==> src/design/isa_pkg.sv <==
`default_nettype none

package isa_pkg;

    // Major opcodes of the supported RV32I subset.
    typedef enum logic [6:0] {
        OP_NONE   = 7'b0000000,
        OP_IMM    = 7'b0010011,
        OP_REG    = 7'b0110011,
        OP_BRANCH = 7'b1100011
    } opcode_e;

    // ALU and branch funct3 codes.
    localparam logic [2:0] F3_ADD_SUB = 3'b000;
    localparam logic [2:0] F3_XOR     = 3'b100;
    localparam logic [2:0] F3_OR      = 3'b110;
    localparam logic [2:0] F3_AND     = 3'b111;
    localparam logic [2:0] F3_BEQ     = 3'b000;
    localparam logic [2:0] F3_BNE     = 3'b001;

    // Only funct7 value that changes an R-type op here.
    localparam logic [6:0] FUNCT7_SUB = 7'b0100000;

    typedef enum logic [2:0] {
        ALU_ADD    = 3'd0,
        ALU_SUB    = 3'd1,
        ALU_AND    = 3'd2,
        ALU_OR     = 3'd3,
        ALU_XOR    = 3'd4,
        ALU_PASS_B = 3'd5
    } alu_op_e;

    localparam int REG_ADDR_W = 5;

    // --------------------
    // Field positions, lsb of each field.
    // --------------------
    localparam int RD_LSB     = 7;
    localparam int FUNCT3_LSB = 12;
    localparam int RS1_LSB    = 15;
    localparam int RS2_LSB    = 20;
    localparam int FUNCT7_LSB = 25;

endpackage

`default_nettype wire

==> src/design/pipe_pkg.sv <==
`default_nettype none

package pipe_pkg;

    localparam int DATA_W      = 32;
    localparam int INSTR_W     = 32;
    localparam int IMEM_DEPTH  = 64;
    localparam int IMEM_ADDR_W = 6;
    localparam int CNT_W       = 16;

    // Fetch to decode.
    typedef struct packed {
        logic               valid;
        logic [DATA_W-1:0]  pc;
        logic [INSTR_W-1:0] instr;
    } fetch_pkt_t;

    // Decode to execute.
    typedef struct packed {
        logic                           valid;
        logic [DATA_W-1:0]              pc;
        logic [DATA_W-1:0]              rs1_data;
        logic [DATA_W-1:0]              rs2_data;
        logic [isa_pkg::REG_ADDR_W-1:0] rs1_addr;
        logic [isa_pkg::REG_ADDR_W-1:0] rs2_addr;
        logic [isa_pkg::REG_ADDR_W-1:0] rd_addr;
        logic [DATA_W-1:0]              imm;
        isa_pkg::alu_op_e               alu_op;
        logic                           alu_src_imm;
        logic                           is_branch;
        logic                           branch_ne;
        logic                           reg_we;
    } exec_pkt_t;

    // Register write event.
    typedef struct packed {
        logic                           valid;
        logic [isa_pkg::REG_ADDR_W-1:0] rd;
        logic [DATA_W-1:0]              data;
    } wb_event_t;

    // PC override from branch resolution.
    typedef struct packed {
        logic              valid;
        logic [DATA_W-1:0] target;
    } redirect_t;

endpackage

`default_nettype wire

==> src/design/instr_fetch.sv <==
`timescale 1ns/1ps
`default_nettype none

module instr_fetch (
    input  logic                             i_clk,
    input  logic                             i_arst,
    input  logic                             i_run,
    input  logic                             i_imem_we,
    input  logic [pipe_pkg::IMEM_ADDR_W-1:0] i_imem_addr,
    input  logic [pipe_pkg::INSTR_W-1:0]     i_imem_data,
    input  pipe_pkg::redirect_t              i_redirect,
    output pipe_pkg::fetch_pkt_t             o_fetch
);

    import pipe_pkg::*;

    logic [INSTR_W-1:0]     imem [IMEM_DEPTH];
    logic [IMEM_DEPTH-1:0]  imem_loaded;
    logic [DATA_W-1:0]      pc;
    logic [IMEM_ADDR_W-1:0] pc_word;
    logic [INSTR_W-1:0]     fetch_word;

    // Write port, open only while the core is idle.
    always_ff @(posedge i_clk) begin
        if (i_imem_we && !i_run) begin
            imem[i_imem_addr] <= i_imem_data;
        end
    end

    // Per-word loaded flags.
    // Words never written read back as zero.
    always_ff @(posedge i_clk or posedge i_arst) begin
        if (i_arst) begin
            imem_loaded <= '0;
        end else if (i_imem_we && !i_run) begin
            imem_loaded[i_imem_addr] <= 1'b1;
        end
    end

    assign pc_word    = pc[IMEM_ADDR_W+1:2];
    assign fetch_word = imem_loaded[pc_word] ? imem[pc_word] : '0;

    // Static not-taken, so only a redirect breaks the +4 stream.
    always_ff @(posedge i_clk or posedge i_arst) begin
        if (i_arst) begin
            pc <= '0;
        end else if (i_redirect.valid) begin
            pc <= i_redirect.target;
        end else if (i_run) begin
            pc <= pc + DATA_W'(4);
        end
    end

    // Fetch to decode register.
    always_ff @(posedge i_clk or posedge i_arst) begin
        if (i_arst) begin
            o_fetch <= '0;
        end else if (i_redirect.valid) begin
            // Wrong-path word.
            o_fetch <= '0;
        end else begin
            o_fetch.valid <= i_run;
            o_fetch.pc    <= pc;
            o_fetch.instr <= fetch_word;
        end
    end

endmodule

`default_nettype wire

==> config.mk <==
export PLATFORM = sky130hd
export DESIGN_NAME = instr_fetch
export DESIGN_NICKNAME = d
export VERILOG_FILES = /design/src/design/isa_pkg.sv /design/src/design/pipe_pkg.sv /design/src/design/instr_fetch.sv
export SDC_FILE = /design/constraint.sdc
export NUM_CORES = 2
export LEC_CHECK = 0
export BUFFER_PORTS_ARGS = -buffer_cell sky130_fd_sc_hd__buf_2
export CORE_AREA = 2 2 465 467
export CTS_BUF_LIST = sky130_fd_sc_hd__clkbuf_8
export CTS_CLUSTER_DIAMETER = 40
export DETAILED_ROUTE_END_ITERATION = 8
export DIE_AREA = 0 0 467 469
export PLACE_DENSITY = 0.53
export SLEW_MARGIN = 20
export SYNTH_ARGS = -nofsm -noshare
export SYNTH_HDL_FRONTEND = slang
export SYNTH_SLANG_ARGS = --single-unit
==> constraint.sdc <==
create_clock -name i_clk -period 9.14 [get_ports i_clk]
set_clock_uncertainty 0.2 [all_clocks]
set_input_delay 0.457 -clock i_clk [delete_from_list [all_inputs] [get_ports i_clk]]
set_output_delay 0.457 -clock i_clk [all_outputs]
set_load 0.02 [all_outputs]
==> metrics <==
main area contributors after synthesis edfxtp_1 72%, mux4_2 9.7%, dfrtp_1 4.7%; routability cong. 0.772; synthesis-to-layout area growth 15.3%; Fin Hold WS 0.163 ns; vias per cell 5.67; global-route wire length before repair 346000 um; DRT Wirelength 249000 um; Worst setup EP type flop; Power Density 223 nW/um^2; clock sinks 2209; Top FF cell, synth edfxtp_1; width of the die 467 um; drt first pass iters 5; Compound-Gate Fraction of Synth Area 3.21%; layout cells sized above 1 26.4%; status finished clean; mux share of post-synthesis cell area 15.1%; Site Rows 170; Clock Tree Root clkbuf_8; synthesized net count 4080; library cells used by synthesis 72; # IOs 140; fmax 0.209 GHz; Final nets 4675; max-cap violations 0; post-CTS sizing 0; Setup TNS Final 0 ns; Post-Synth XOR/XNOR Area 0.277%; area share of and/or/nand/nor cells after synthesis 2.41%; via count 43900; Final Critical Period 4.78 ns; Worst EP required 9.83 ns; top cell type's share of synthesized area 72.1%; Post-synth EDFFs 2048; Synth Register Bits 2209; antenna violations before repair 20; Async S/R FF share, synth 7.29%; syn_area_per_cell 21.3 um^2; Synth Warn # 0; Min-Delay Path Class input port to flop; Post-synth top cells 2048 x edfxtp_1, 369 x mux4_2, 265 x mux2i_1; Vert. Die Dim 469 um; Skew-Pair Late Insertion Delay 1.07 ns; Tcrit/Tclk final 52.3%; Hold Vio Cnt, Final 0; Final setup viols 0; Post-Synth Adder-Cell Area 0.0147%; top cell type by total area after synthesis edfxtp_1; fin. max-slew vios 0; Crit Path Category flop to flop; slew margin rel. 23.7%; DP Wirelength 129000 um; Worst Max-Slew Pin Slew 1.13 ns; clk buf depth 4; Leak Pwr 32.9 nW; R2R setup slack 4.36 ns; core area 214000 um^2; main combinational cell family by area after synthesis multiplexers; die area 219000 um^2; RSZ-0062 raised after global routing no; Wirelength per Cell 32.2 um; drt initial violations 4923; total grt overflow 0; Detail Route Antenna Nets 0; drc violations 0; Mapped Cells 4004; GR Util All Layers 22.6%; vias in the first global route 44000; Worst VDD drop 0.000167 V; worst-path fanout max 68; CTS tree yes; top-count cell post-synth edfxtp_1; Synth Cell Area 85300 um^2; initial core utilization 39.9%; Reg clk slew, reported paths 0.06 ns; largest net degree at the start of global routing 115; WP data arrival 5.46 ns; Setup crit start kind flop; H-tree depth 5; port bufs 139; sequential fraction of the synthesis area 76.8%; clock buffers created by TritonCTS 382
[registers in the layout, summed over array words and instances, names as in the netlist]
name         cells
imem          2048
o_fetch         65
pc              32
imem_loaded     64
[report_power, final]
| group | switching [mW] | internal, mW |
|---|---|---|
| sequential | 0.109 | 11.2 |
| combinational | 1.31 | 0.840 |
| clock | 3.98 | 4.57 |
| total | 5.40 | 16.6 |
[repair_timing]
action	4_1_cts	5_1_grt
setup buffers	0	0
hold buffers	160	0
hold endpoints to repair	1994	0
[critical path, cell delays in order, from the launching register on]
cell	delay (ns)
dfrtp_4	1.01
buf_4	0.63
buf_12	0.48
mux4_1	0.64
nand2_1	0.12
a21oi_1	0.08
a2111oi_0	0.93
or3_1	0.28
a2111oi_2	0.06
[area by class of cell]
| type | instances | area (um^2) |
|---|---|---|
| Timing Repair Buffer | 432 | 3500 |
| Antenna cell | 12 | 30.0 |
| Multi-Input combinational cell | 1565 | 18500 |
| Tap cell | 2838 | 3550 |
| Clock buffer | 406 | 5590 |
| Clock inverter | 269 | 1590 |
| Fill cell | 18000 | 115000 |
| Sequential cell | 2209 | 65500 |
| Inverter | 9 | 46.3 |
[layout by cell type, fill, tap and decap left out, types with 29 or more instances in the layout]
cell           synthesis  final
clkbuf_8              11    406
mux4_2               369    369
or2_2                 65     65
buf_2                 33    121
nor2b_1               31     29
o21ai_0               81     78
a22oi_1               67     67
nand2_1              120    120
nor2_1               130     61
a221oi_1              30     30
edfxtp_1            2048   2048
clkinv_2               0     36
a21oi_1               59     59
nor2_4                 0     68
inv_1                  8    127
buf_4                 25    138
o221ai_1              38     38
mux2i_1              265    265
dlygate4sd3_1          1    160
mux4_1                71     71
dfrtp_1              161    155
clkinv_1               1     73
[per-stage QoR]
stage / util, % / total power [mW] / setup WS [ns] / cell area, um^2 / cells
2_1_floorplan: - / 12.8 / 4.13 / 85300 / 4004
3_3_place_gp: 41.8 / 13.6 / 4.44 / 89400 / 6889
3_5_place_dp: 41.8 / 13.6 / 4.35 / 89400 / 6890
4_1_cts: 45.9 / 22.2 / 4.30 / 98200 / 7725
5_1_grt: 46.0 / 22.7 / 4.07 / 98300 / 7729
6_report: 46.0 / 22.0 / 4.36 / 98300 / 7740
[layer usage]
metal / GRT usage [%] / part of all wire [%] / up-vias
met1: 31.7 / 43 / 23800
met4: 7.37 / 3.0 / 6
li1: - / - / 17900
met2: 35.7 / 47 / 1807
met3: 4.48 / 7.1 / 380
met5: 0 / 0.017 / -
[final timing paths]
kind | to | from | cells after the start
setup / recovery | o_fetch[26] | pc[2] | 8
hold / removal | o_fetch[39] | i_redirect[32] | 3
setup reg to reg | o_fetch[26] | pc[2] | 8
hold reg to reg | imem_loaded[35] | imem_loaded[35] | 1
max in group asynchronous | o_fetch[21] | i_arst | 5
min in group asynchronous | o_fetch[1] | i_arst | 4
[cells by family after synthesis]
| kind of cell | count (synthesis) |
|---|---|
| fa+ha+maj | 1 |
| simple gates | 432 |
| flops | 2209 |
| compound gates | 392 |
| mux | 713 |
| buf+inv | 230 |
| xor+xnor | 27 |
Note: power is estimated with default switching activity, not from simulation.
