### config.mk
export PLATFORM = sky130hd
export DESIGN_NAME = execute_unit
export DESIGN_NICKNAME = d
export VERILOG_FILES = /design/src/design/isa_pkg.sv /design/src/design/pipe_pkg.sv /design/src/design/execute_unit.sv
export SDC_FILE = /design/constraint.sdc
export NUM_CORES = 1
export LEC_CHECK = 0
export BUFFER_PORTS_ARGS = -buffer_cell sky130_fd_sc_hd__buf_2
export CORE_ASPECT_RATIO = 0.7
export CORE_MARGIN = 1
export CORE_UTILIZATION = 40
export CTS_BUF_LIST = sky130_fd_sc_hd__clkbuf_4 sky130_fd_sc_hd__clkbuf_8 sky130_fd_sc_hd__clkbuf_16
export DETAILED_ROUTE_END_ITERATION = 10
export GPL_ROUTABILITY_DRIVEN = 0
export HOLD_SLACK_MARGIN = 0.06
export PLACE_DENSITY = 0.66
export SLEW_MARGIN = 25
export SYNTH_ARGS = -nofsm -noshare
export SYNTH_HDL_FRONTEND = slang
export SYNTH_SLANG_ARGS = --single-unit
### constraint.sdc
create_clock -name i_clk -period 7.7 [get_ports i_clk]
set_clock_uncertainty 0.15 [all_clocks]
set_input_delay 1.155 -clock i_clk [delete_from_list [all_inputs] [get_ports i_clk]]
set_output_delay 1.155 -clock i_clk [all_outputs]
set_load 0.01 [all_outputs]
### src/design/isa_pkg.sv
`default_nettype none

package isa_pkg;

    // Major opcodes of the supported RV32I subset.
    typedef enum logic [6:0] {
        OP_NONE   = 7'b0000000,
        OP_IMM    = 7'b0010011,
        OP_REG    = 7'b0110011,
        OP_BRANCH = 7'b1100011
    } opcode_e;

    // ALU and branch funct3 codes.
    localparam logic [2:0] F3_ADD_SUB = 3'b000;
    localparam logic [2:0] F3_XOR     = 3'b100;
    localparam logic [2:0] F3_OR      = 3'b110;
    localparam logic [2:0] F3_AND     = 3'b111;
    localparam logic [2:0] F3_BEQ     = 3'b000;
    localparam logic [2:0] F3_BNE     = 3'b001;

    // Only funct7 value that changes an R-type op here.
    localparam logic [6:0] FUNCT7_SUB = 7'b0100000;

    typedef enum logic [2:0] {
        ALU_ADD    = 3'd0,
        ALU_SUB    = 3'd1,
        ALU_AND    = 3'd2,
        ALU_OR     = 3'd3,
        ALU_XOR    = 3'd4,
        ALU_PASS_B = 3'd5
    } alu_op_e;

    localparam int REG_ADDR_W = 5;

    // --------------------
    // Field positions, lsb of each field.
    // --------------------
    localparam int RD_LSB     = 7;
    localparam int FUNCT3_LSB = 12;
    localparam int RS1_LSB    = 15;
    localparam int RS2_LSB    = 20;
    localparam int FUNCT7_LSB = 25;

endpackage

`default_nettype wire

### src/design/pipe_pkg.sv
`default_nettype none

package pipe_pkg;

    localparam int DATA_W      = 32;
    localparam int INSTR_W     = 32;
    localparam int IMEM_DEPTH  = 64;
    localparam int IMEM_ADDR_W = 6;
    localparam int CNT_W       = 16;

    // Fetch to decode.
    typedef struct packed {
        logic               valid;
        logic [DATA_W-1:0]  pc;
        logic [INSTR_W-1:0] instr;
    } fetch_pkt_t;

    // Decode to execute.
    typedef struct packed {
        logic                           valid;
        logic [DATA_W-1:0]              pc;
        logic [DATA_W-1:0]              rs1_data;
        logic [DATA_W-1:0]              rs2_data;
        logic [isa_pkg::REG_ADDR_W-1:0] rs1_addr;
        logic [isa_pkg::REG_ADDR_W-1:0] rs2_addr;
        logic [isa_pkg::REG_ADDR_W-1:0] rd_addr;
        logic [DATA_W-1:0]              imm;
        isa_pkg::alu_op_e               alu_op;
        logic                           alu_src_imm;
        logic                           is_branch;
        logic                           branch_ne;
        logic                           reg_we;
    } exec_pkt_t;

    // Register write event.
    typedef struct packed {
        logic                           valid;
        logic [isa_pkg::REG_ADDR_W-1:0] rd;
        logic [DATA_W-1:0]              data;
    } wb_event_t;

    // PC override from branch resolution.
    typedef struct packed {
        logic              valid;
        logic [DATA_W-1:0] target;
    } redirect_t;

endpackage

`default_nettype wire

### src/design/execute_unit.sv
`timescale 1ns/1ps
`default_nettype none

module execute_unit (
    input  logic                i_clk,
    input  logic                i_arst,
    input  pipe_pkg::exec_pkt_t i_exec,
    input  pipe_pkg::wb_event_t i_wb,
    output pipe_pkg::redirect_t o_redirect,
    output pipe_pkg::wb_event_t o_result,
    output logic                o_branch,
    output logic                o_mispred
);

    import isa_pkg::*;
    import pipe_pkg::*;

    logic [DATA_W-1:0] op_a;
    logic [DATA_W-1:0] rs2_fwd;
    logic [DATA_W-1:0] op_b;
    logic [DATA_W-1:0] alu_out;
    logic              operands_eq;
    logic              taken;

    // --------------------
    // Operand forwarding from retire.
    // --------------------
    assign op_a = (i_wb.valid && (i_wb.rd == i_exec.rs1_addr)) ? i_wb.data
                                                               : i_exec.rs1_data;
    assign rs2_fwd = (i_wb.valid && (i_wb.rd == i_exec.rs2_addr)) ? i_wb.data
                                                                  : i_exec.rs2_data;
    assign op_b = i_exec.alu_src_imm ? i_exec.imm : rs2_fwd;

    always_comb begin
        case (i_exec.alu_op)
            ALU_ADD:    alu_out = op_a + op_b;
            ALU_SUB:    alu_out = op_a - op_b;
            ALU_AND:    alu_out = op_a & op_b;
            ALU_OR:     alu_out = op_a | op_b;
            ALU_XOR:    alu_out = op_a ^ op_b;
            ALU_PASS_B: alu_out = op_b;
            default:    alu_out = op_b;
        endcase
    end

    // --------------------
    // Branch resolution.
    // --------------------
    // Not-taken is predicted, so any taken branch is a mispredict.
    assign operands_eq = (op_a == rs2_fwd);
    assign taken = i_exec.valid && i_exec.is_branch && (operands_eq ^ i_exec.branch_ne);

    assign o_redirect.valid  = taken;
    assign o_redirect.target = i_exec.pc + i_exec.imm;

    assign o_result.valid = i_exec.valid && i_exec.reg_we;
    assign o_result.rd    = i_exec.rd_addr;
    assign o_result.data  = alu_out;

    // Branch outcome register toward retire.
    always_ff @(posedge i_clk or posedge i_arst) begin
        if (i_arst) begin
            o_branch  <= 1'b0;
            o_mispred <= 1'b0;
        end else begin
            o_branch  <= i_exec.valid && i_exec.is_branch;
            o_mispred <= taken;
        end
    end

endmodule

`default_nettype wire

==> summary.md <==
| Metric | Value |
|---|---|
| Status | finished clean |
| Mean Syn Cell Area | 7.03 um2 |
| Drt first pass iters | 5 |
| Final #Nets | 1687 |
| Worst hold slack | 651 ps |
| Worst hold path type | input pin to asynchronous set/reset pin |
| # setup viols final | 0 |
| Post-synth EDFFs | 0 |
| Final Cycle Share | 95.4% |
| Register area share after synthesis | 0.627% |
| PD cells | 99.2 nW/um2 |
| Synth Register Bits | 2 |
| Count of pins over their slew limit | 0 |
| Peak VDD IR | 0.0661 mV |
| Inst Count DP | 1625 |
| Overflow after GRT | 0 |
| DR iter-0 viols | 872 |
| Final hold violation count | 0 |
| Clock root buffer | clkbuf_16 |
| Worst setup margin | 352 ps |
| Worst Path Max Fanout | 25 |
| Post-place setup slack | 125 ps |
| Placed cell area | 9520 um2 |
| Static Leak | 4.77 nW |
| Post-synth top cells | a21oi_1, ha_1, inv_1, xnor2_1, nand2_1 |
| Share of cells above drive strength 1 | 26.0% |
| Total core area | 19200 um2 |
| Slew margin rel. | 33.3% |
| Initial antenna violation count | 1 |
| # hold bufs at CTS | 0 |
| Drt drc | 0 |
| Fin Setup TNS | 0 ps |
| DP HPWL | 25.4 mm |
| CTS sink count | 2 |
| Global-route wire length before repair | 46.4 mm |
| Tightest Pin Transition | 998 ps |
| Final core utilization | 50.2% |
| Maxcap violations | 0 |
| Total die area | 20500 um2 |
| I/O Pins | 264 |
| DR vias | 9352 |
| Most numerous cell in the Yosys netlist | a21oi_1 |
| Routed length per instance | 18.7 um |
| Largest net degree at the start of global routing | 65 |
| Synth top area share | 20.1% |
| Synth Instances | 1135 |
| Initial Utilization | 41.5% |
| CTS tree | done |
| Crit end category | output pin |
| Die H | 120 um |
| Area contributors post-synth | ha_1, a21oi_1, xnor2_1, mux2i_1, inv_1 |
| Primary FF master, synth | dfrtp_1 |
| Max frequency | 0.136 GHz |
| Worst Setup Start Kind | input pin |
| Setup CP Type | input pin to output pin |
| # port buffers | 253 |
| RSZ-0062 raised after global routing | no |
| Synth unique cells | 79 |
| WP data required | 6390 ps |
| Clock Path Buffers | 2 |
| Final Instance Area | 9650 um2 |
| Chip width | 171 um |
| Fin cells | 1629 |
| Post-synth ARST share | 100% |
| Mapped Area | 7980 um2 |
| GRT Util Overall | 28.7% |
| Std cell rows | 42 |
| Reg clk slew, reported paths | 30 ps |
| Post-route ant nets | 0 |
| Layout area overhead | 20.9% |
| # H-tree levels | 1 |
| Synth warn | 0 |
| Min Tclk post-route | 7350 ps |
| Vias in the first global route | 8592 |
| Power Total | 0.957 mW |
| Syn_nets | 1456 |
| Post-synth top area cell | ha_1 |
| Vias per cell | 5.74 |
| CTS buffer count | 3 |
| Crit path DAT | 6040 ps |
| Drt total wl | 30.4 mm |
[final timing paths]
path | start | end | slack (ps) | cells past startpoint
max in group asynchronous | i_arst | o_branch | 6610 | 2
worst min-delay path | i_arst | o_mispred | 650 | 2
worst max-delay path | i_exec[3] | o_result[26] | 350 | 20
min in group i_clk | i_exec[2] | o_branch | 1040 | 2
[registers in the layout, indices dropped and copies added, names as in the netlist]
register and flops:
o_mispred 1, o_branch 1
[per-layer routing]
layer | track usage, % | part of all wire [%]
met3 | 2.26 | 7.5
met2 | 47.9 | 44
met5 | 0 | 0.043
met4 | 7.48 | 2.5
met1 | 39.7 | 45
[cell families after synthesis]
kind of cell    Yosys count  share of synthesized area (%)
simple gates            286                           18.4
mux                      65                           8.76
compound gates          379                           29.8
fa+ha+maj               130                           20.6
xor+xnor                124                           13.6
buf+inv                 149                           8.23
flops                     2                          0.627
[power breakdown]
group | switching [mW] | leakage (nW) | total (mW) | internal [mW]
clock network | 0.0112 | 0.0370 | 0.0772 | 0.0660
registers | 0.000154 | 0.0263 | 0.0112 | 0.0111
logic | 0.499 | 4.70 | 0.868 | 0.369
total | 0.511 | 4.77 | 0.957 | 0.446
[repair_timing]
item | CTS | global route
setup endpoints to repair | 0 | 7
hold endpoints to repair | 0 | 0
resized for setup | 0 | 10
buffers inserted | 0 | 0
[critical path, stage by stage]
cell and delay, ps:
buf_2 260, nor3_1 640, nand3_1 140, o211a_1 210, ha_1 210, nand2_1 210
o21ai_0 140, xnor2_1 150, ha_1 370, a21o_1 200, a21o_1 170, o21ai_0 220
a211oi_1 130, o21ai_0 450, a21oi_1 240, a221o_1 400, a21oi_1 190, mux2i_1 100
a221oi_1 260, buf_2 190
[area by class of cell]
| cell class | instances | area (um2) |
|---|---|---|
| inverter | 89 | 334 |
| clock buffer | 3 | 75.1 |
| sequential | 2 | 50.0 |
| tap | 264 | 330 |
| fill | 1972 | 9580 |
| multi-input combinational | 984 | 7340 |
| timing repair buffer | 286 | 1520 |
| antenna | 1 | 2.50 |
[cell usage in the layout (no fill, tap or decap), types with 4 or more instances in the layout]
| cell type | instances |
|---|---|
| buf_2 | 253 |
| a21oi_1 | 151 |
| ha_1 | 128 |
| inv_1 | 89 |
| xnor2_1 | 86 |
| nand2_1 | 82 |
| o21ai_0 | 60 |
| nor2_1 | 58 |
| mux2i_1 | 40 |
| xor2_1 | 37 |
| o22ai_1 | 34 |
| buf_4 | 32 |
| nand2b_1 | 30 |
| a21o_1 | 25 |
| nand3_1 | 20 |
| and3_1 | 19 |
| mux2_2 | 17 |
| a21boi_0 | 13 |
| o31ai_1 | 11 |
| nor2b_1 | 10 |
| nor4_1 | 9 |
| or2_2 | 9 |
| o21a_1 | 9 |
| mux2i_2 | 7 |
| nor3_1 | 7 |
| or3_1 | 7 |
| a31oi_1 | 7 |
| o31ai_2 | 6 |
| and2_1 | 6 |
| a2bb2oi_1 | 5 |
| o211a_1 | 5 |
| o211ai_1 | 5 |
| nand4_1 | 5 |
| o21bai_1 | 5 |
| a211oi_1 | 4 |
| a22oi_1 | 4 |
(Power assumes the default switching activity.)
