--- src/design/isa_pkg.sv ---
`default_nettype none

package isa_pkg;

    // Major opcodes of the supported RV32I subset.
    typedef enum logic [6:0] {
        OP_NONE   = 7'b0000000,
        OP_IMM    = 7'b0010011,
        OP_REG    = 7'b0110011,
        OP_BRANCH = 7'b1100011
    } opcode_e;

    // ALU and branch funct3 codes.
    localparam logic [2:0] F3_ADD_SUB = 3'b000;
    localparam logic [2:0] F3_XOR     = 3'b100;
    localparam logic [2:0] F3_OR      = 3'b110;
    localparam logic [2:0] F3_AND     = 3'b111;
    localparam logic [2:0] F3_BEQ     = 3'b000;
    localparam logic [2:0] F3_BNE     = 3'b001;

    // Only funct7 value that changes an R-type op here.
    localparam logic [6:0] FUNCT7_SUB = 7'b0100000;

    typedef enum logic [2:0] {
        ALU_ADD    = 3'd0,
        ALU_SUB    = 3'd1,
        ALU_AND    = 3'd2,
        ALU_OR     = 3'd3,
        ALU_XOR    = 3'd4,
        ALU_PASS_B = 3'd5
    } alu_op_e;

    localparam int REG_ADDR_W = 5;

    // --------------------
    // Field positions, lsb of each field.
    // --------------------
    localparam int RD_LSB     = 7;
    localparam int FUNCT3_LSB = 12;
    localparam int RS1_LSB    = 15;
    localparam int RS2_LSB    = 20;
    localparam int FUNCT7_LSB = 25;

endpackage

`default_nettype wire

--- src/design/pipe_pkg.sv ---
`default_nettype none

package pipe_pkg;

    localparam int DATA_W      = 32;
    localparam int INSTR_W     = 32;
    localparam int IMEM_DEPTH  = 64;
    localparam int IMEM_ADDR_W = 6;
    localparam int CNT_W       = 16;

    // Fetch to decode.
    typedef struct packed {
        logic               valid;
        logic [DATA_W-1:0]  pc;
        logic [INSTR_W-1:0] instr;
    } fetch_pkt_t;

    // Decode to execute.
    typedef struct packed {
        logic                           valid;
        logic [DATA_W-1:0]              pc;
        logic [DATA_W-1:0]              rs1_data;
        logic [DATA_W-1:0]              rs2_data;
        logic [isa_pkg::REG_ADDR_W-1:0] rs1_addr;
        logic [isa_pkg::REG_ADDR_W-1:0] rs2_addr;
        logic [isa_pkg::REG_ADDR_W-1:0] rd_addr;
        logic [DATA_W-1:0]              imm;
        isa_pkg::alu_op_e               alu_op;
        logic                           alu_src_imm;
        logic                           is_branch;
        logic                           branch_ne;
        logic                           reg_we;
    } exec_pkt_t;

    // Register write event.
    typedef struct packed {
        logic                           valid;
        logic [isa_pkg::REG_ADDR_W-1:0] rd;
        logic [DATA_W-1:0]              data;
    } wb_event_t;

    // PC override from branch resolution.
    typedef struct packed {
        logic              valid;
        logic [DATA_W-1:0] target;
    } redirect_t;

endpackage

`default_nettype wire

--- src/design/reg_file.sv ---
`timescale 1ns/1ps
`default_nettype none

module reg_file (
    input  logic                           i_clk,
    input  logic                           i_arst,
    input  logic [isa_pkg::REG_ADDR_W-1:0] i_rs1_addr,
    input  logic [isa_pkg::REG_ADDR_W-1:0] i_rs2_addr,
    input  pipe_pkg::wb_event_t            i_wb,
    output logic [pipe_pkg::DATA_W-1:0]    o_rs1_data,
    output logic [pipe_pkg::DATA_W-1:0]    o_rs2_data
);

    import isa_pkg::*;
    import pipe_pkg::*;

    // x1 to x31 only.
    logic [DATA_W-1:0] regs [1:31];

    always_ff @(posedge i_clk or posedge i_arst) begin
        if (i_arst) begin
            for (int i = 1; i < 32; i++) begin
                regs[i] <= '0;
            end
        end else if (i_wb.valid && (i_wb.rd != '0)) begin
            regs[i_wb.rd] <= i_wb.data;
        end
    end

    // Read with write-through of the retiring value.
    function automatic logic [DATA_W-1:0] read_port(input logic [REG_ADDR_W-1:0] addr);
        if (addr == '0) begin
            return '0;
        end else if (i_wb.valid && (i_wb.rd == addr)) begin
            return i_wb.data;
        end
        return regs[addr];
    endfunction

    always_comb begin
        o_rs1_data = read_port(i_rs1_addr);
        o_rs2_data = read_port(i_rs2_addr);
    end

endmodule

`default_nettype wire

--- src/design/instr_decode.sv ---
`timescale 1ns/1ps
`default_nettype none

module instr_decode (
    input  logic                 i_clk,
    input  logic                 i_arst,
    input  pipe_pkg::fetch_pkt_t i_fetch,
    input  pipe_pkg::wb_event_t  i_wb,
    input  pipe_pkg::redirect_t  i_redirect,
    output pipe_pkg::exec_pkt_t  o_exec
);

    import isa_pkg::*;
    import pipe_pkg::*;

    logic [INSTR_W-1:0]    instr;
    opcode_e               opcode;
    logic [2:0]            funct3;
    logic [6:0]            funct7;
    logic [REG_ADDR_W-1:0] rs1_addr;
    logic [REG_ADDR_W-1:0] rs2_addr;
    logic [REG_ADDR_W-1:0] rd_addr;
    logic [DATA_W-1:0]     rs1_data;
    logic [DATA_W-1:0]     rs2_data;
    logic [DATA_W-1:0]     imm_i;
    logic [DATA_W-1:0]     imm_b;
    alu_op_e               alu_op;
    logic                  legal;
    exec_pkt_t             dec_pkt;

    // --------------------
    // Field extraction.
    // --------------------
    assign instr    = i_fetch.instr;
    assign funct3   = instr[FUNCT3_LSB +: 3];
    assign funct7   = instr[FUNCT7_LSB +: 7];
    assign rs1_addr = instr[RS1_LSB +: REG_ADDR_W];
    assign rs2_addr = instr[RS2_LSB +: REG_ADDR_W];
    assign rd_addr  = instr[RD_LSB +: REG_ADDR_W];

    assign imm_i = {{(DATA_W-12){instr[31]}}, instr[31:20]};
    assign imm_b = {{(DATA_W-13){instr[31]}}, instr[31], instr[7], instr[30:25],
                    instr[11:8], 1'b0};

    // Unknown major opcodes collapse to OP_NONE.
    always_comb begin
        case (instr[6:0])
            OP_IMM:    opcode = OP_IMM;
            OP_REG:    opcode = OP_REG;
            OP_BRANCH: opcode = OP_BRANCH;
            default:   opcode = OP_NONE;
        endcase
    end

    // ALU select and legality check.
    always_comb begin
        alu_op = ALU_PASS_B;
        legal  = 1'b0;
        case (opcode)
            OP_REG, OP_IMM: begin
                legal = 1'b1;
                case (funct3)
                    F3_ADD_SUB: begin
                        if ((opcode == OP_REG) && (funct7 == FUNCT7_SUB)) begin
                            alu_op = ALU_SUB;
                        end else begin
                            alu_op = ALU_ADD;
                        end
                    end
                    F3_XOR:  alu_op = ALU_XOR;
                    F3_OR:   alu_op = ALU_OR;
                    F3_AND:  alu_op = ALU_AND;
                    default: legal  = 1'b0;
                endcase
            end
            OP_BRANCH: legal = (funct3 == F3_BEQ) || (funct3 == F3_BNE);
            default:   legal = 1'b0;
        endcase
    end

    reg_file u_reg_file (
        .i_clk      (i_clk),
        .i_arst     (i_arst),
        .i_rs1_addr (rs1_addr),
        .i_rs2_addr (rs2_addr),
        .i_wb       (i_wb),
        .o_rs1_data (rs1_data),
        .o_rs2_data (rs2_data)
    );

    always_comb begin
        dec_pkt.valid       = i_fetch.valid && legal;
        dec_pkt.pc          = i_fetch.pc;
        dec_pkt.rs1_data    = rs1_data;
        dec_pkt.rs2_data    = rs2_data;
        dec_pkt.rs1_addr    = rs1_addr;
        dec_pkt.rs2_addr    = rs2_addr;
        dec_pkt.rd_addr     = rd_addr;
        dec_pkt.imm         = (opcode == OP_BRANCH) ? imm_b : imm_i;
        dec_pkt.alu_op      = alu_op;
        dec_pkt.alu_src_imm = (opcode == OP_IMM);
        dec_pkt.is_branch   = (opcode == OP_BRANCH);
        dec_pkt.branch_ne   = (funct3 == F3_BNE);
        // x0 targets never produce a write event.
        dec_pkt.reg_we      = (opcode != OP_BRANCH) && (rd_addr != '0);
    end

    // Decode to execute register.
    always_ff @(posedge i_clk or posedge i_arst) begin
        if (i_arst) begin
            o_exec <= '0;
        end else if (i_redirect.valid) begin
            o_exec <= '0;
        end else begin
            o_exec <= dec_pkt;
        end
    end

endmodule

`default_nettype wire

--- config.mk ---
export PLATFORM = sky130hd
export DESIGN_NAME = instr_decode
export DESIGN_NICKNAME = d
export VERILOG_FILES = /design/src/design/isa_pkg.sv /design/src/design/pipe_pkg.sv /design/src/design/reg_file.sv /design/src/design/instr_decode.sv
export SDC_FILE = /design/constraint.sdc
export NUM_CORES = 2
export LEC_CHECK = 0
export BUFFER_PORTS_ARGS = -buffer_cell sky130_fd_sc_hd__buf_4
export CORE_MARGIN = 4
export CORE_UTILIZATION = 61
export CTS_CLUSTER_SIZE = 25
export DETAILED_ROUTE_END_ITERATION = 8
export MAX_ROUTING_LAYER = met4
export PLACE_DENSITY_LB_ADDON = 0.2
export SYNTH_ARGS = -nofsm -noshare
export SYNTH_HDL_FRONTEND = slang
export SYNTH_SLANG_ARGS = --single-unit
--- constraint.sdc ---
create_clock -name i_clk -period 80.7 [get_ports i_clk]
set_clock_uncertainty 0.15 [all_clocks]
set_input_delay 0 -clock i_clk [delete_from_list [all_inputs] [get_ports i_clk]]
set_output_delay 0 -clock i_clk [all_outputs]
set_load 0.03 [all_outputs]
==> flow_summary.ini <==
[place]
dp_hpwl_um = 99500
place_congestion = 0.8561
place_inst = 5142
numPortBuffers = 256

[grt]
antenna_found_initial = 11
grt_max_degree = 190
grt_util_all_layers_pct = 37.59
grt_pass1_vias = 40902
grt_first_pass_wirelength_um = 268300
overflow = 0

[detailed_routing]
post_drt_wl_per_cell_um = 32.42
vias = 39672
drt_pass1_iterations = 5
totalWireLength_um = 180500
first_iter_violations = 4712
avgViaCountPerCell = 7.125
ant_nets = 0
drc = 0

[synth]
syn_inst = 3990
synth-seq-cells = 1124
synth_fp_nets = 4128
async_reset_ff_share_pct = 100.0
ys_warn_count = 0
avgSynthCellArea_um2 = 14.50
netlist_area_mm2 = 0.05785
synth-seq-area-share_pct = 48.62
yosysUniqueCellTypes = 57
synth_edf_count = 0
ys.flop_type = dfrtp_1

[clock_tree]
clock_latency_ns = 0.71
clock_path_buffers = 3
cts_setup_buffers = 0
root_buffer = clkbuf_16
h-tree-depth = 3
clock_sinks = 1124
cts_tree = yes
clk_pin_slew_ns = 0.06
cts_buffers = 117

[worst_setup_path]
cp_max_fo = 173
worstPathArrival_ns = 6.03
crit_type = in2async
r2r_end = o_exec[117]$_DFF_PP0_
start_kind = input pin
cp-end-kind = asynchronous set/reset pin
r2r-start = u_reg_file.regs[159]$_DFFE_PP0P_
required_ns = 81.28
ff2ff_setup_slack_ns = 77.96
reg2regPathDepth = 7

[sta]
relSlewSlack_pct = 16.91
worst_pin_slew_ns = 1.246
fin_setup_tns_ns = 0
setup_viol = 0
final.period_utilization_pct = 6.745
fmax_mhz = 183.7
fin_crit_ns = 5.443
rsz0062_at_grt = false
slew_violations = 0
hold_violations = 0

[pwr]
power.leakage_nw = 29.08
peakVddDrop_v = 0.00001904
power_mw = 1.623
p_per_area_mw_per_mm2 = 24.58

[floorplan]
die_w_um = 315.9
core_area_mm2 = 0.09375
ioPinCount = 289
start_util_pct = 61.70
dieArea_mm2 = 0.09982
rows = 112
die_h_um = 315.9

[final_layout]
drive_above_1_share_pct = 46.47
final_nets = 4347
synthToLayoutAreaGrowth_pct = 14.16
fillers = 6201
fin_cells = 5568
mostFrequentLayoutCells = 1,124 x dfrtp_1, 1,057 x mux2_2, 359 x mux4_2, 333 x buf_4, 202 x dlygate4sd3_1
layout_commonest_cell = dfrtp_1

[worst_hold_path]
holdPathStages = 5
hp-class = in2reg
hp-start = i_fetch[22]
hold_path_end = o_exec[71]$_DFF_PP0_

[flow_run]
maxCapViolCount = 0

[status]
status = finished, final reports clean
logic make-up after synthesis:
| group | share of synthesized area, % |
|---|---|
| mux | 37.67 |
| flops | 48.62 |
| buf+inv | 4.108 |
| simple gates | 3.558 |
| xor+xnor | 0.1514 |
| compound gates | 5.890 |
synthesized netlist by cell type (6+ instances only):
cell	n	area, um2
a2111oi_0	28	245.2
a211oi_1	29	217.7
a21oi_1	39	195.2
a221o_1	31	310.3
a221oi_1	60	525.5
a22o_1	28	245.2
a31oi_1	30	187.7
buf_1	42	157.7
buf_2	124	620.6
buf_4	61	457.9
buf_6	25	281.5
clkbuf_1	184	690.7
dfrtp_1	1124	28130
inv_1	6	22.52
mux2_2	1057	11900
mux2i_1	90	900.9
mux4_1	33	867.1
mux4_2	359	8085
nand2_1	23	86.33
nand3_1	8	40.04
nand3b_1	11	82.58
nor2_1	58	217.7
nor2b_1	147	919.6
nor3_1	38	190.2
o21ai_0	158	790.8
o22ai_1	93	581.8
or4_1	33	247.7
xor2_1	8	70.07
critical path, stage by stage:
cell	delay, ns
dlygate4sd3_1	0.54
buf_4	0.13
dlygate4sd3_1	0.62
inv_8	0.49
buf_12	0.76
buf_4	0.72
buf_4	0.85
buf_4	0.84
buf_4	0.78
layout make-up:
| class | count | area (um2) | share of cell area [%] |
|---|---|---|---|
| Tap cell | 1254 | 1569 | 2.376 |
| Timing Repair Buffer | 545 | 4684 | 7.094 |
| Antenna cell | 8 | 20.02 | 0.03032 |
| Multi-Input combinational cell | 2415 | 27570 | 41.76 |
| Sequential cell | 1124 | 28130 | 42.59 |
| Inverter | 6 | 30.03 | 0.04547 |
| Clock inverter | 48 | 680.7 | 1.031 |
| Clock buffer | 168 | 3351 | 5.074 |
stage by stage:
step	util, %	hold slack [ns]	setup slack, ns	area, um2
floorplan	-	-0.07922	48.90	57850
CTS	70.42	0.04893	75.09	66020
global placement	63.96	0.009008	75.53	59960
global route	70.44	0.1624	74.52	66040
finish	70.44	0.1204	75.26	66040
detailed placement	63.96	0.007326	75.53	59960
how the worst max path moves through the flow:
stage | slack [ns] | to | from
final | 75.26 | u_reg_file.regs[66]$_DFFE_PP0P_ | i_arst
after global routing | 74.52 | u_reg_file.regs[34]$_DFFE_PP0P_ | i_arst
after CTS | 75.09 | o_exec[91]$_DFF_PP0_ | i_arst
after detailed placement | 75.53 | o_exec[91]$_DFF_PP0_ | i_arst
after global placement | 75.53 | o_exec[91]$_DFF_PP0_ | i_arst
after floorplan | 48.90 | o_exec[0]$_DFF_PP0_ | i_arst
power breakdown:
group	internal (mW)	switching, mW	total (mW)
logic	0.182	0.130	0.312
clock network	0.339	0.231	0.570
registers	0.665	0.0760	0.741
state kept, by name, indices dropped and copies added, names as in the netlist:
name / flops
u_reg_file.regs: 992
o_exec: 132
per-layer routing:
metal	up-vias	GRT usage (%)	wire length, um
met4	0	16.51	8876
met3	569	8.645	18110
li1	15784	-	-
met1	20969	49.96	69460
met2	2350	56.22	84050
met5	-	-	0
what timing repair did:
| item | in CTS | in global routing |
|---|---|---|
| endpoints found under the hold margin | 1219 | 0 |
| resized for setup | 0 | 0 |
| hold buffers | 202 | 0 |
| setup endpoints to repair | 0 | 0 |
Power figures use the tool's default switching activity.
