**config.mk**
```make
export PLATFORM = sky130hd
export DESIGN_NAME = retire_stage
export DESIGN_NICKNAME = d
export VERILOG_FILES = /design/src/design/isa_pkg.sv /design/src/design/pipe_pkg.sv /design/src/design/retire_stage.sv
export SDC_FILE = /design/constraint.sdc
export NUM_CORES = 1
export LEC_CHECK = 0
export BUFFER_PORTS_ARGS = -buffer_cell sky130_fd_sc_hd__buf_2
export CELL_PAD_IN_SITES_DETAIL_PLACEMENT = 0
export CELL_PAD_IN_SITES_GLOBAL_PLACEMENT = 1
export CORE_ASPECT_RATIO = 0.8
export CORE_MARGIN = 5
export CORE_UTILIZATION = 35
export CTS_CLUSTER_SIZE = 28
export DETAILED_ROUTE_END_ITERATION = 8
export PLACE_DENSITY_LB_ADDON = 0.1
export SLEW_MARGIN = 30
export SYNTH_ARGS = -nofsm -noshare
export SYNTH_HDL_FRONTEND = slang
export SYNTH_SLANG_ARGS = --single-unit
```
**constraint.sdc**
```tcl
create_clock -name i_clk -period 2.8 [get_ports i_clk]
set_clock_uncertainty 0.05 [all_clocks]
set_input_delay 0.56 -clock i_clk [delete_from_list [all_inputs] [get_ports i_clk]]
set_output_delay 0.56 -clock i_clk [all_outputs]
set_load 0.01 [all_outputs]
```
**src/design/isa_pkg.sv**
```systemverilog
`default_nettype none

package isa_pkg;

    // Major opcodes of the supported RV32I subset.
    typedef enum logic [6:0] {
        OP_NONE   = 7'b0000000,
        OP_IMM    = 7'b0010011,
        OP_REG    = 7'b0110011,
        OP_BRANCH = 7'b1100011
    } opcode_e;

    // ALU and branch funct3 codes.
    localparam logic [2:0] F3_ADD_SUB = 3'b000;
    localparam logic [2:0] F3_XOR     = 3'b100;
    localparam logic [2:0] F3_OR      = 3'b110;
    localparam logic [2:0] F3_AND     = 3'b111;
    localparam logic [2:0] F3_BEQ     = 3'b000;
    localparam logic [2:0] F3_BNE     = 3'b001;

    // Only funct7 value that changes an R-type op here.
    localparam logic [6:0] FUNCT7_SUB = 7'b0100000;

    typedef enum logic [2:0] {
        ALU_ADD    = 3'd0,
        ALU_SUB    = 3'd1,
        ALU_AND    = 3'd2,
        ALU_OR     = 3'd3,
        ALU_XOR    = 3'd4,
        ALU_PASS_B = 3'd5
    } alu_op_e;

    localparam int REG_ADDR_W = 5;

    // --------------------
    // Field positions, lsb of each field.
    // --------------------
    localparam int RD_LSB     = 7;
    localparam int FUNCT3_LSB = 12;
    localparam int RS1_LSB    = 15;
    localparam int RS2_LSB    = 20;
    localparam int FUNCT7_LSB = 25;

endpackage

`default_nettype wire

```
**src/design/pipe_pkg.sv**
```systemverilog
`default_nettype none

package pipe_pkg;

    localparam int DATA_W      = 32;
    localparam int INSTR_W     = 32;
    localparam int IMEM_DEPTH  = 64;
    localparam int IMEM_ADDR_W = 6;
    localparam int CNT_W       = 16;

    // Fetch to decode.
    typedef struct packed {
        logic               valid;
        logic [DATA_W-1:0]  pc;
        logic [INSTR_W-1:0] instr;
    } fetch_pkt_t;

    // Decode to execute.
    typedef struct packed {
        logic                           valid;
        logic [DATA_W-1:0]              pc;
        logic [DATA_W-1:0]              rs1_data;
        logic [DATA_W-1:0]              rs2_data;
        logic [isa_pkg::REG_ADDR_W-1:0] rs1_addr;
        logic [isa_pkg::REG_ADDR_W-1:0] rs2_addr;
        logic [isa_pkg::REG_ADDR_W-1:0] rd_addr;
        logic [DATA_W-1:0]              imm;
        isa_pkg::alu_op_e               alu_op;
        logic                           alu_src_imm;
        logic                           is_branch;
        logic                           branch_ne;
        logic                           reg_we;
    } exec_pkt_t;

    // Register write event.
    typedef struct packed {
        logic                           valid;
        logic [isa_pkg::REG_ADDR_W-1:0] rd;
        logic [DATA_W-1:0]              data;
    } wb_event_t;

    // PC override from branch resolution.
    typedef struct packed {
        logic              valid;
        logic [DATA_W-1:0] target;
    } redirect_t;

endpackage

`default_nettype wire

```
**src/design/retire_stage.sv**
```systemverilog
`timescale 1ns/1ps
`default_nettype none

module retire_stage (
    input  logic                       i_clk,
    input  logic                       i_arst,
    input  pipe_pkg::wb_event_t        i_result,
    input  logic                       i_branch,
    input  logic                       i_mispred,
    output pipe_pkg::wb_event_t        o_wb,
    output logic [pipe_pkg::CNT_W-1:0] o_branch_count,
    output logic [pipe_pkg::CNT_W-1:0] o_mispred_count
);

    import pipe_pkg::*;

    // Write-back register.
    always_ff @(posedge i_clk or posedge i_arst) begin
        if (i_arst) begin
            o_wb <= '0;
        end else begin
            o_wb <= i_result;
        end
    end

    // Branch accuracy counters.
    always_ff @(posedge i_clk or posedge i_arst) begin
        if (i_arst) begin
            o_branch_count  <= '0;
            o_mispred_count <= '0;
        end else begin
            if (i_branch) begin
                o_branch_count <= o_branch_count + CNT_W'(1);
            end
            if (i_mispred) begin
                o_mispred_count <= o_mispred_count + CNT_W'(1);
            end
        end
    end

endmodule

`default_nettype wire

```
==> results by stage, run 1 <==
Setup path:
- The kind of launch point of the worst setup path is a flip-flop.
- Together, buffers and inverters on the worst path number 1.
- The worst-path cell with the longest stage delay is dfrtp_1.
- The endpoint kind of the worst setup timing path is an output port.
- The largest fanout of any net on the critical path is 7.
- The depth of the most critical reg-to-reg path is 4.
- The cell count along the critical path is 1.
- Among cell families on the critical path, the largest total delay comes from flip-flops.
- The data arrival time of the critical path is 0.98 ns.
- The worst register-to-register path has a setup slack of 1.21 ns.
- On the worst path, the slowest cell contributes a delay of about 0.47 ns.
- The data required time at the worst endpoint is about 2.2 ns.
- The critical path goes through buf_2.
- The critical path in this run is classified as flip-flop to output port.

Run status:
- The run finished with clean final reports.

CTS:
- The clock root buffer is clkbuf_8.
- The total of cells resized after clock tree synthesis is 0.
- TritonCTS built the clock tree.
- CTS built an H-tree with a depth of 3.
- Counting every sink on the clock net gives 70.
- The clock network latency to the later pin of the worst-skew pair is between 0.3 and 0.4 ns.
- After clock tree synthesis, the clock-pin slew on the worst setup and hold paths is ~0.08 ns.
- Counting the buffers created by CTS gives 9.
- The post-CTS setup buffer count is 0.
- Counting along the longest clock path gives a buffer depth of 2.
- The count of hold buffers inserted by post-cts repair is 0.

Cells and area:
- The net count of the finished layout is between 300 and 400.
- The area growth from synthesis to layout is 37.4%.
- The utilization of the core after routing is about half.
- The count of cells in the finished layout, fillers not included, comes to roughly 370.
- The layout has ~600 filler cells.
- The area used by sequential logic in the layout is between 1500 and 2000 um2.
- The number of diodes is 0.
- Summing all multi-input logic gate instances after layout gives slightly below 600 um2.
- Cells with a size suffix above 1 make up approximately 49% of the layout.

Synthesis:
- The post-synthesis net count is just under 200.
- The number of register bits inferred by synthesis is 70.
- The count of warnings emitted by yosys is 0.
- Among all flip-flop cells after synthesis, the most frequent one is dfrtp_1.
- The library cell with the highest instance count after synthesis is dfrtp_1.
- After synthesis, the share of flip-flops with an asynchronous set or reset is between 90% and 100%.
- The netlist area before placement is 2360 um2.
- Counting flops with a built-in enable in the synthesized netlist gives 0.
- In the post-synthesis netlist, the biggest area contributors are dfrtp_1 (74%), xnor2_1 (5.6%), xor2_1 (5.2%).
- Of the post-synthesis cell area, the dominant cell type holds approximately three quarters.
- After synthesis, flip-flops and latches occupy between 70% and 80% of the total area.
- The cell type contributing the most total cell area after synthesis is dfrtp_1.
- The number of different library cells used by synthesis comes to 23.
- The average cell area after synthesis is 15.2 um2.
- The number of instances in the synthesized netlist is about 160.
- Ranked by instance count, the synthesized netlist is headed by dfrtp_1 (70), xnor2_1 (15), xor2_1 (14).

Global route:
- In the global route stage, overall resource usage came out at 12.3%.
- The initial antenna violation count came to 0.
- Summed over all layers, the global routing overflow is 0.
- The first global-routing pass estimated ~8000 um of wire.
- Entering global routing, the biggest net connects 44 pins.
- The number of global-route vias before repair is ~1,500.

Detailed routing:
- The violation count after the first detailed-route iteration is 34.
- For this run, design rule violations remaining after detail routing come to 0.
- The total wire length is just over 5000 um.
- The via density per instance is between 4 and 5.
- The number of routed nets with antenna violations is 0.
- The routed length per placed instance is roughly 14 um.
- The via count is between 1,500 and 2,000.
- The first detailed-routing pass ran for 4 iterations.

STA:
- At the pin with the least slew margin, the transition time is ~0.58 ns.
- The final worst-path setup slack is 1.21 ns.
- The final hold violation count is 0.
- Setup violations remaining at the end of the flow were counted as 0.
- Setup repair after global routing left no endpoint under its margin.
- The minimum period implied by the final worst setup slack is between 1.5 and 2 ns.
- The tightest slew margin relative to the limit is ~60%.
- The share of the clock period used by the worst path is a little under three fifths.
- The accumulated negative setup slack is 0 ns.
- The total count of max-transition violations in the final report is 0.
- Based on the critical path, the design can be clocked at up to about 630 MHz.

Die:
- From left edge to right edge, the die measures between 100 and 150 um.
- Pin placement for this block handled roughly 110 I/O pins.
- The area of the die is 8490 um2.
- Once the floorplan was initialized, standard cells occupied about 36% of the core.
- In this run the core area contains 26 standard-cell rows.
- The height of the die is ~83 um.
- The core region is 6470 um2.

Hold path:
- The min-delay analysis places its worst path in the category primary input to asynchronous set/reset pin.

Placement:
- At the placement stage, the worst setup path has a slack of about 1.0 ns.
- The post-detailed-placement half-perimeter wirelength is between 3000 and 4000 um.
- The congestion estimate from routability-driven global placement came to approximately 0.70.
- In this run, placement finished with an instance count of 350.
- Buffers placed on the I/O ports in this run total 111.

Run:
- The tool flagged a number of max-cap violations equal to 0.

Power and ir drop:
- Across the VDD grid, the largest voltage drop is 0.512 mV.
- For this design the ratio of total power to cell area is between 700 and 800 nW/um2.
- The leakage dissipation is roughly 1.7 nW.
- Power comes to roughly 0.0025 W.
[state kept, by name, indices dropped and copies added (netlist names)]
name,count
o_wb,38
o_mispred_count,16
o_branch_count,16
[path summary, 6_finish.rpt]
kind,start,to
max reg2reg,o_branch_count[5],o_branch_count[12]
min reg2reg,o_branch_count[15],o_branch_count[15]
min in group i_clk,i_result[11],o_wb[11]
max in group asynchronous,i_arst,o_mispred_count[12]
max,o_branch_count[5],o_branch_count[5]
min,i_arst,o_wb[8]
[per-stage QoR]
stage	area (um2)	hold WS (ns)
after floorplan	2360	0.454
after global placement	3040	0.402
after detailed placement	3040	0.409
after CTS	3240	0.237
after global routing	3240	0.243
final	3240	0.231
[final cells by class]
cell class                      instances  area share (%)
Multi-Input combinational cell         81            18.3
Clock buffer                           10            4.25
Sequential cell                        70            54.0
Timing Repair Buffer                  112            17.8
Inverter                                3           0.347
Tap cell                               84            3.24
Clock inverter                          6            2.12
[power by group]
part | total, W | switching, W | internal [W]
combinational | 0.000408 | 0.000206 | 0.000203
clock | 0.000824 | 0.000382 | 0.000442
sequential | 0.00129 | 0.000151 | 0.00114
total | 0.00252 | 0.000739 | 0.00178
[cell families (layout without fill, tap and decap cells)]
family	count (synthesis)	count (layout)	share of synthesized area, %
flops	70	70	74.2
fa+ha+maj	2	2	1.06
simple gates	47	47	11.6
xor+xnor	30	30	11.5
buf+inv	4	131	0.689
mux	2	2	0.954
[worst register-to-register path: stages, from the launching register on]
cell and delay (ns):
dfrtp_1 0.47, and4_4 0.28, nand3_4 0.10, or4_4 0.44, xnor2_2 0.14
[metal layers]
| layer | share of wire (%) | track usage (%) |
|---|---|---|
| met5 | 0 | 0 |
| met4 | 0.62 | 2.90 |
| met3 | 13 | 6.20 |
| met2 | 42 | 17.8 |
| met1 | 45 | 16.4 |
[cell usage in the layout, fill, tap and decap left out, drive strengths merged, types with 2 or more instances in the layout]
cell	instances
and4	3
buf	112
clkbuf	10
clkinv	2
dfrtp	70
ha	2
inv	5
mux2	2
nand2	11
nand3	5
nand4	11
nor2	9
nor3	3
nor4	2
xnor2	16
xor2	14
Note: power is estimated with default switching activity, not from simulation.
==> run 2, diff against run 1 <==
- clock period: 2.8 -> 1.56 ns (I/O delays scaled with it)
==> results by stage, run 2 (synthesized netlist as in run 1, its figures left out) <==
STA:
- The final worst-path setup slack is 0.0454 ns (was 1.21 ns).
- The transition at the pin with the smallest max-transition slack is 0.363 ns (was 0.581 ns).
- The tightest slew margin relative to the limit is 75.8% (was 61.2%).
- The worst hold slack was 0.0225 ns (was 0.231 ns).
- The worst path in the final design needs a cycle of 1.51 ns, including I/O delays and setup.
- After layout, the worst path uses just under 100% of the clock period.
- RSZ-0062 raised after global routing: true (was false).
- The total count of max-transition violations in the final report came to 0 (unchanged).
- The count of final setup violators was 0 (unchanged).
- The top achievable clock speed is 660 MHz.
- The final hold violation count is 0 (unchanged).

Cells and area:
- The number of diodes is 0 (unchanged).
- The fraction of layout instances using a drive strength above 1 is 50.7% (was 48.9%).
- The area growth from synthesis to layout is 45.5% (was 37.4%).
- The most frequent standard cell in the layout excluding fill and tap cells is buf_2 (unchanged).
- Registers with the most flip-flops: o_wb x38, o_branch_count x16, o_mispred_count x16 (unchanged).
- The largest register by flop count is o_wb (unchanged).
- Highest-count cells in the layout ignoring fill and taps: buf_2 (111), dfrtp_1 (70), xnor2_1 (15), xor2_1 (14) (was buf_2 (111), dfrtp_1 (70), xnor2_1 (15), xor2_1 (14), nand2_1 (11)).
- The net total in the final layout was 339 (was 321).
- The flip-flop count of the largest register, all copies and words added is 38 (unchanged).

Die:
- The initial cell density of the core is 36.5% (unchanged).
- The core area came to 6470 um2 (unchanged).
- The count of standard-cell rows is 26 (unchanged).
- The die extent in x is 102 um (unchanged).
- The boundary pin count was 112 (unchanged).
- The area of the die is 8490 um2 (unchanged).
- The height of the die came to 83.4 um (unchanged).

Global route:
- The overflow left after global routing is 0 (unchanged).
- The pin count of the biggest net entering global routing came to 41 (was 44).
- The first-pass GRT wire length was 8760 um (was 7980 um).
- The total track usage is 13.6% (was 12.3%).
- The number of global-route vias before repair is 1,668 (was 1,542).
- The initial antenna violation count came to 0 (unchanged).

CTS:
- The CTS clock-pin slew for the worst setup and hold paths is 0.08 ns (about the same).
- The number of H-tree branching levels is 3 (unchanged).
- The clock root buffer is clkbuf_8 (unchanged).
- The total clock sinks is 70 (unchanged).
- The clock network latency to the later pin of the worst-skew pair is 0.34 ns (was 0.33 ns).
- The TritonCTS buffer count is 9 (unchanged).
- The maximum root-to-sink buffer count is 2 (unchanged).
- The CTS tree is yes (unchanged).

Run:
- The reported max-cap violation count is 0 (unchanged).

Detailed routing:
- The met1 wire length was 2420 um (was 2340 um).
- The number of search-and-repair iterations in the first detailed-routing pass is 4 (unchanged).
- The number of DRC violations after detailed routing is 0 (unchanged).
- The detailed-routed wire length on met2 is 2520 um (was 2150 um).
- The total wire length is 5610 um (was 5170 um).
- The via density per instance is 4.30 (was 4.25).
- The violation count after the first detailed-route iteration is 35 (was 34).
- The top routing layer in use is met4 (unchanged).
- The number of routed nets with antenna violations is 0 (unchanged).
- The routed length per placed instance is 14.6 um (was 14.1 um).
- The via count was 1,653 (was 1,556).
- The routed wire length on met3 is 584 um (was 650 um).

Setup path:
- The data arrival time of the critical path came to 1.69 ns (was 0.98 ns).
- The largest fanout of any net on the critical path is 4 (was 7).
- The depth of the most critical reg-to-reg path is 4 (unchanged).
- The kind of launch point of the worst setup path is a flip-flop (unchanged).
- The data required time at the worst endpoint is 1.74 ns (was 2.19 ns).
- The endpoint kind of the worst setup timing path is a flip-flop (was output port).
- The critical path start-end classification is flip-flop to flip-flop (was flip-flop to output port).

Run status:
- Run status: completed (unchanged).

Placement:
- The post-detailed-placement half-perimeter wirelength is 4140 um (was 3900 um).
- The pre-CTS worst setup slack is 0.0545 ns (was 1.05 ns).
- The number of port buffers is 111 (unchanged).
- The final weighted congestion in routability-driven placement is 0.730 (was 0.695).

Hold path:
- The class of the tightest hold or removal check was primary input to flip-flop (was primary input to asynchronous set/reset pin).
- The worst hold path depth is 1.

Power and ir drop:
- The power after layout is 0.00483 W (was 0.00252 W).
- The worst vdd rail ir drop came to 1.01 mV (was 0.512 mV).
- The ratio of total power to cell area is 1410 nW/um2 (was 777 nW/um2).
- The leakage dissipation is 1.77 nW (was 1.69 nW).
run 2: cell types whose count changed in the layout (fill, tap and decap cells not counted), moves of 3 or more:
cell,previous run,this run
dlygate4sd3_1,0,7
nor2_1,9,6
nor2_2,0,3
buf_4,0,11
run 2: power by group:
group | internal, W | total [W] | leakage [nW] | switching, W
sequential | 0.00204 | 0.00226 | 0.856 | 0.000223
clock | 0.000914 | 0.00160 | 0.107 | 0.000685
combinational | 0.000494 | 0.000963 | 0.811 | 0.000469
run 2: layer usage:
metal	track usage [%]	vias to the layer above
li1	-	799
met1	18.4	767
met2	19.9	79
met3	4.86	8
met4	5.07	0
met5	0	-
run 2: area by class of cell:
type,instances,area (um2)
Clock buffer,10,128
Inverter,3,15.0
Fill cell,593,3040
Clock inverter,6,93.8
Multi-Input combinational cell,81,612
Timing Repair Buffer,130,728
Tap cell,84,105
Sequential cell,70,1750
run 2: final timing paths:
check	from	slack (ns)	end
max in group asynchronous	i_arst	0.57	o_wb[14]
worst min-delay path	i_result[1]	0.02	o_wb[1]
min in group asynchronous	i_arst	0.56	o_wb[24]
worst min register to register	o_branch_count[15]	0.41	o_branch_count[15]
worst max-delay path	o_branch_count[0]	0.05	o_branch_count[12]
worst max register to register	o_branch_count[0]	0.05	o_branch_count[12]
run 2: timing repair:
item                                    4_1_cts  5_1_grt
endpoints found under the setup margin        0        6
endpoints found under the hold margin        40        6
buffers inserted                              0        1
hold buffers                                  1        6
gates resized for setup                       0        6
run 2: per-stage QoR:
step / setup TNS (ns) / cell area [um2] / cells / util [%]
final: 0 / 3430 / 384 / 53.0
after global routing: -0.0204 / 3430 / 384 / 53.0
after CTS: 0 / 3350 / 377 / 51.7
after detailed placement: 0 / 3110 / 360 / 48.1
after global placement: 0 / 3110 / 360 / 48.1
after floorplan: 0 / 2360 / 155 / -
run 2: critical path, cell delays in order (launching register included):
cell	delay (ns)
dfrtp_1	0.42
ha_1	0.19
nand2_1	0.11
or4_4	0.51
xnor2_2	0.14
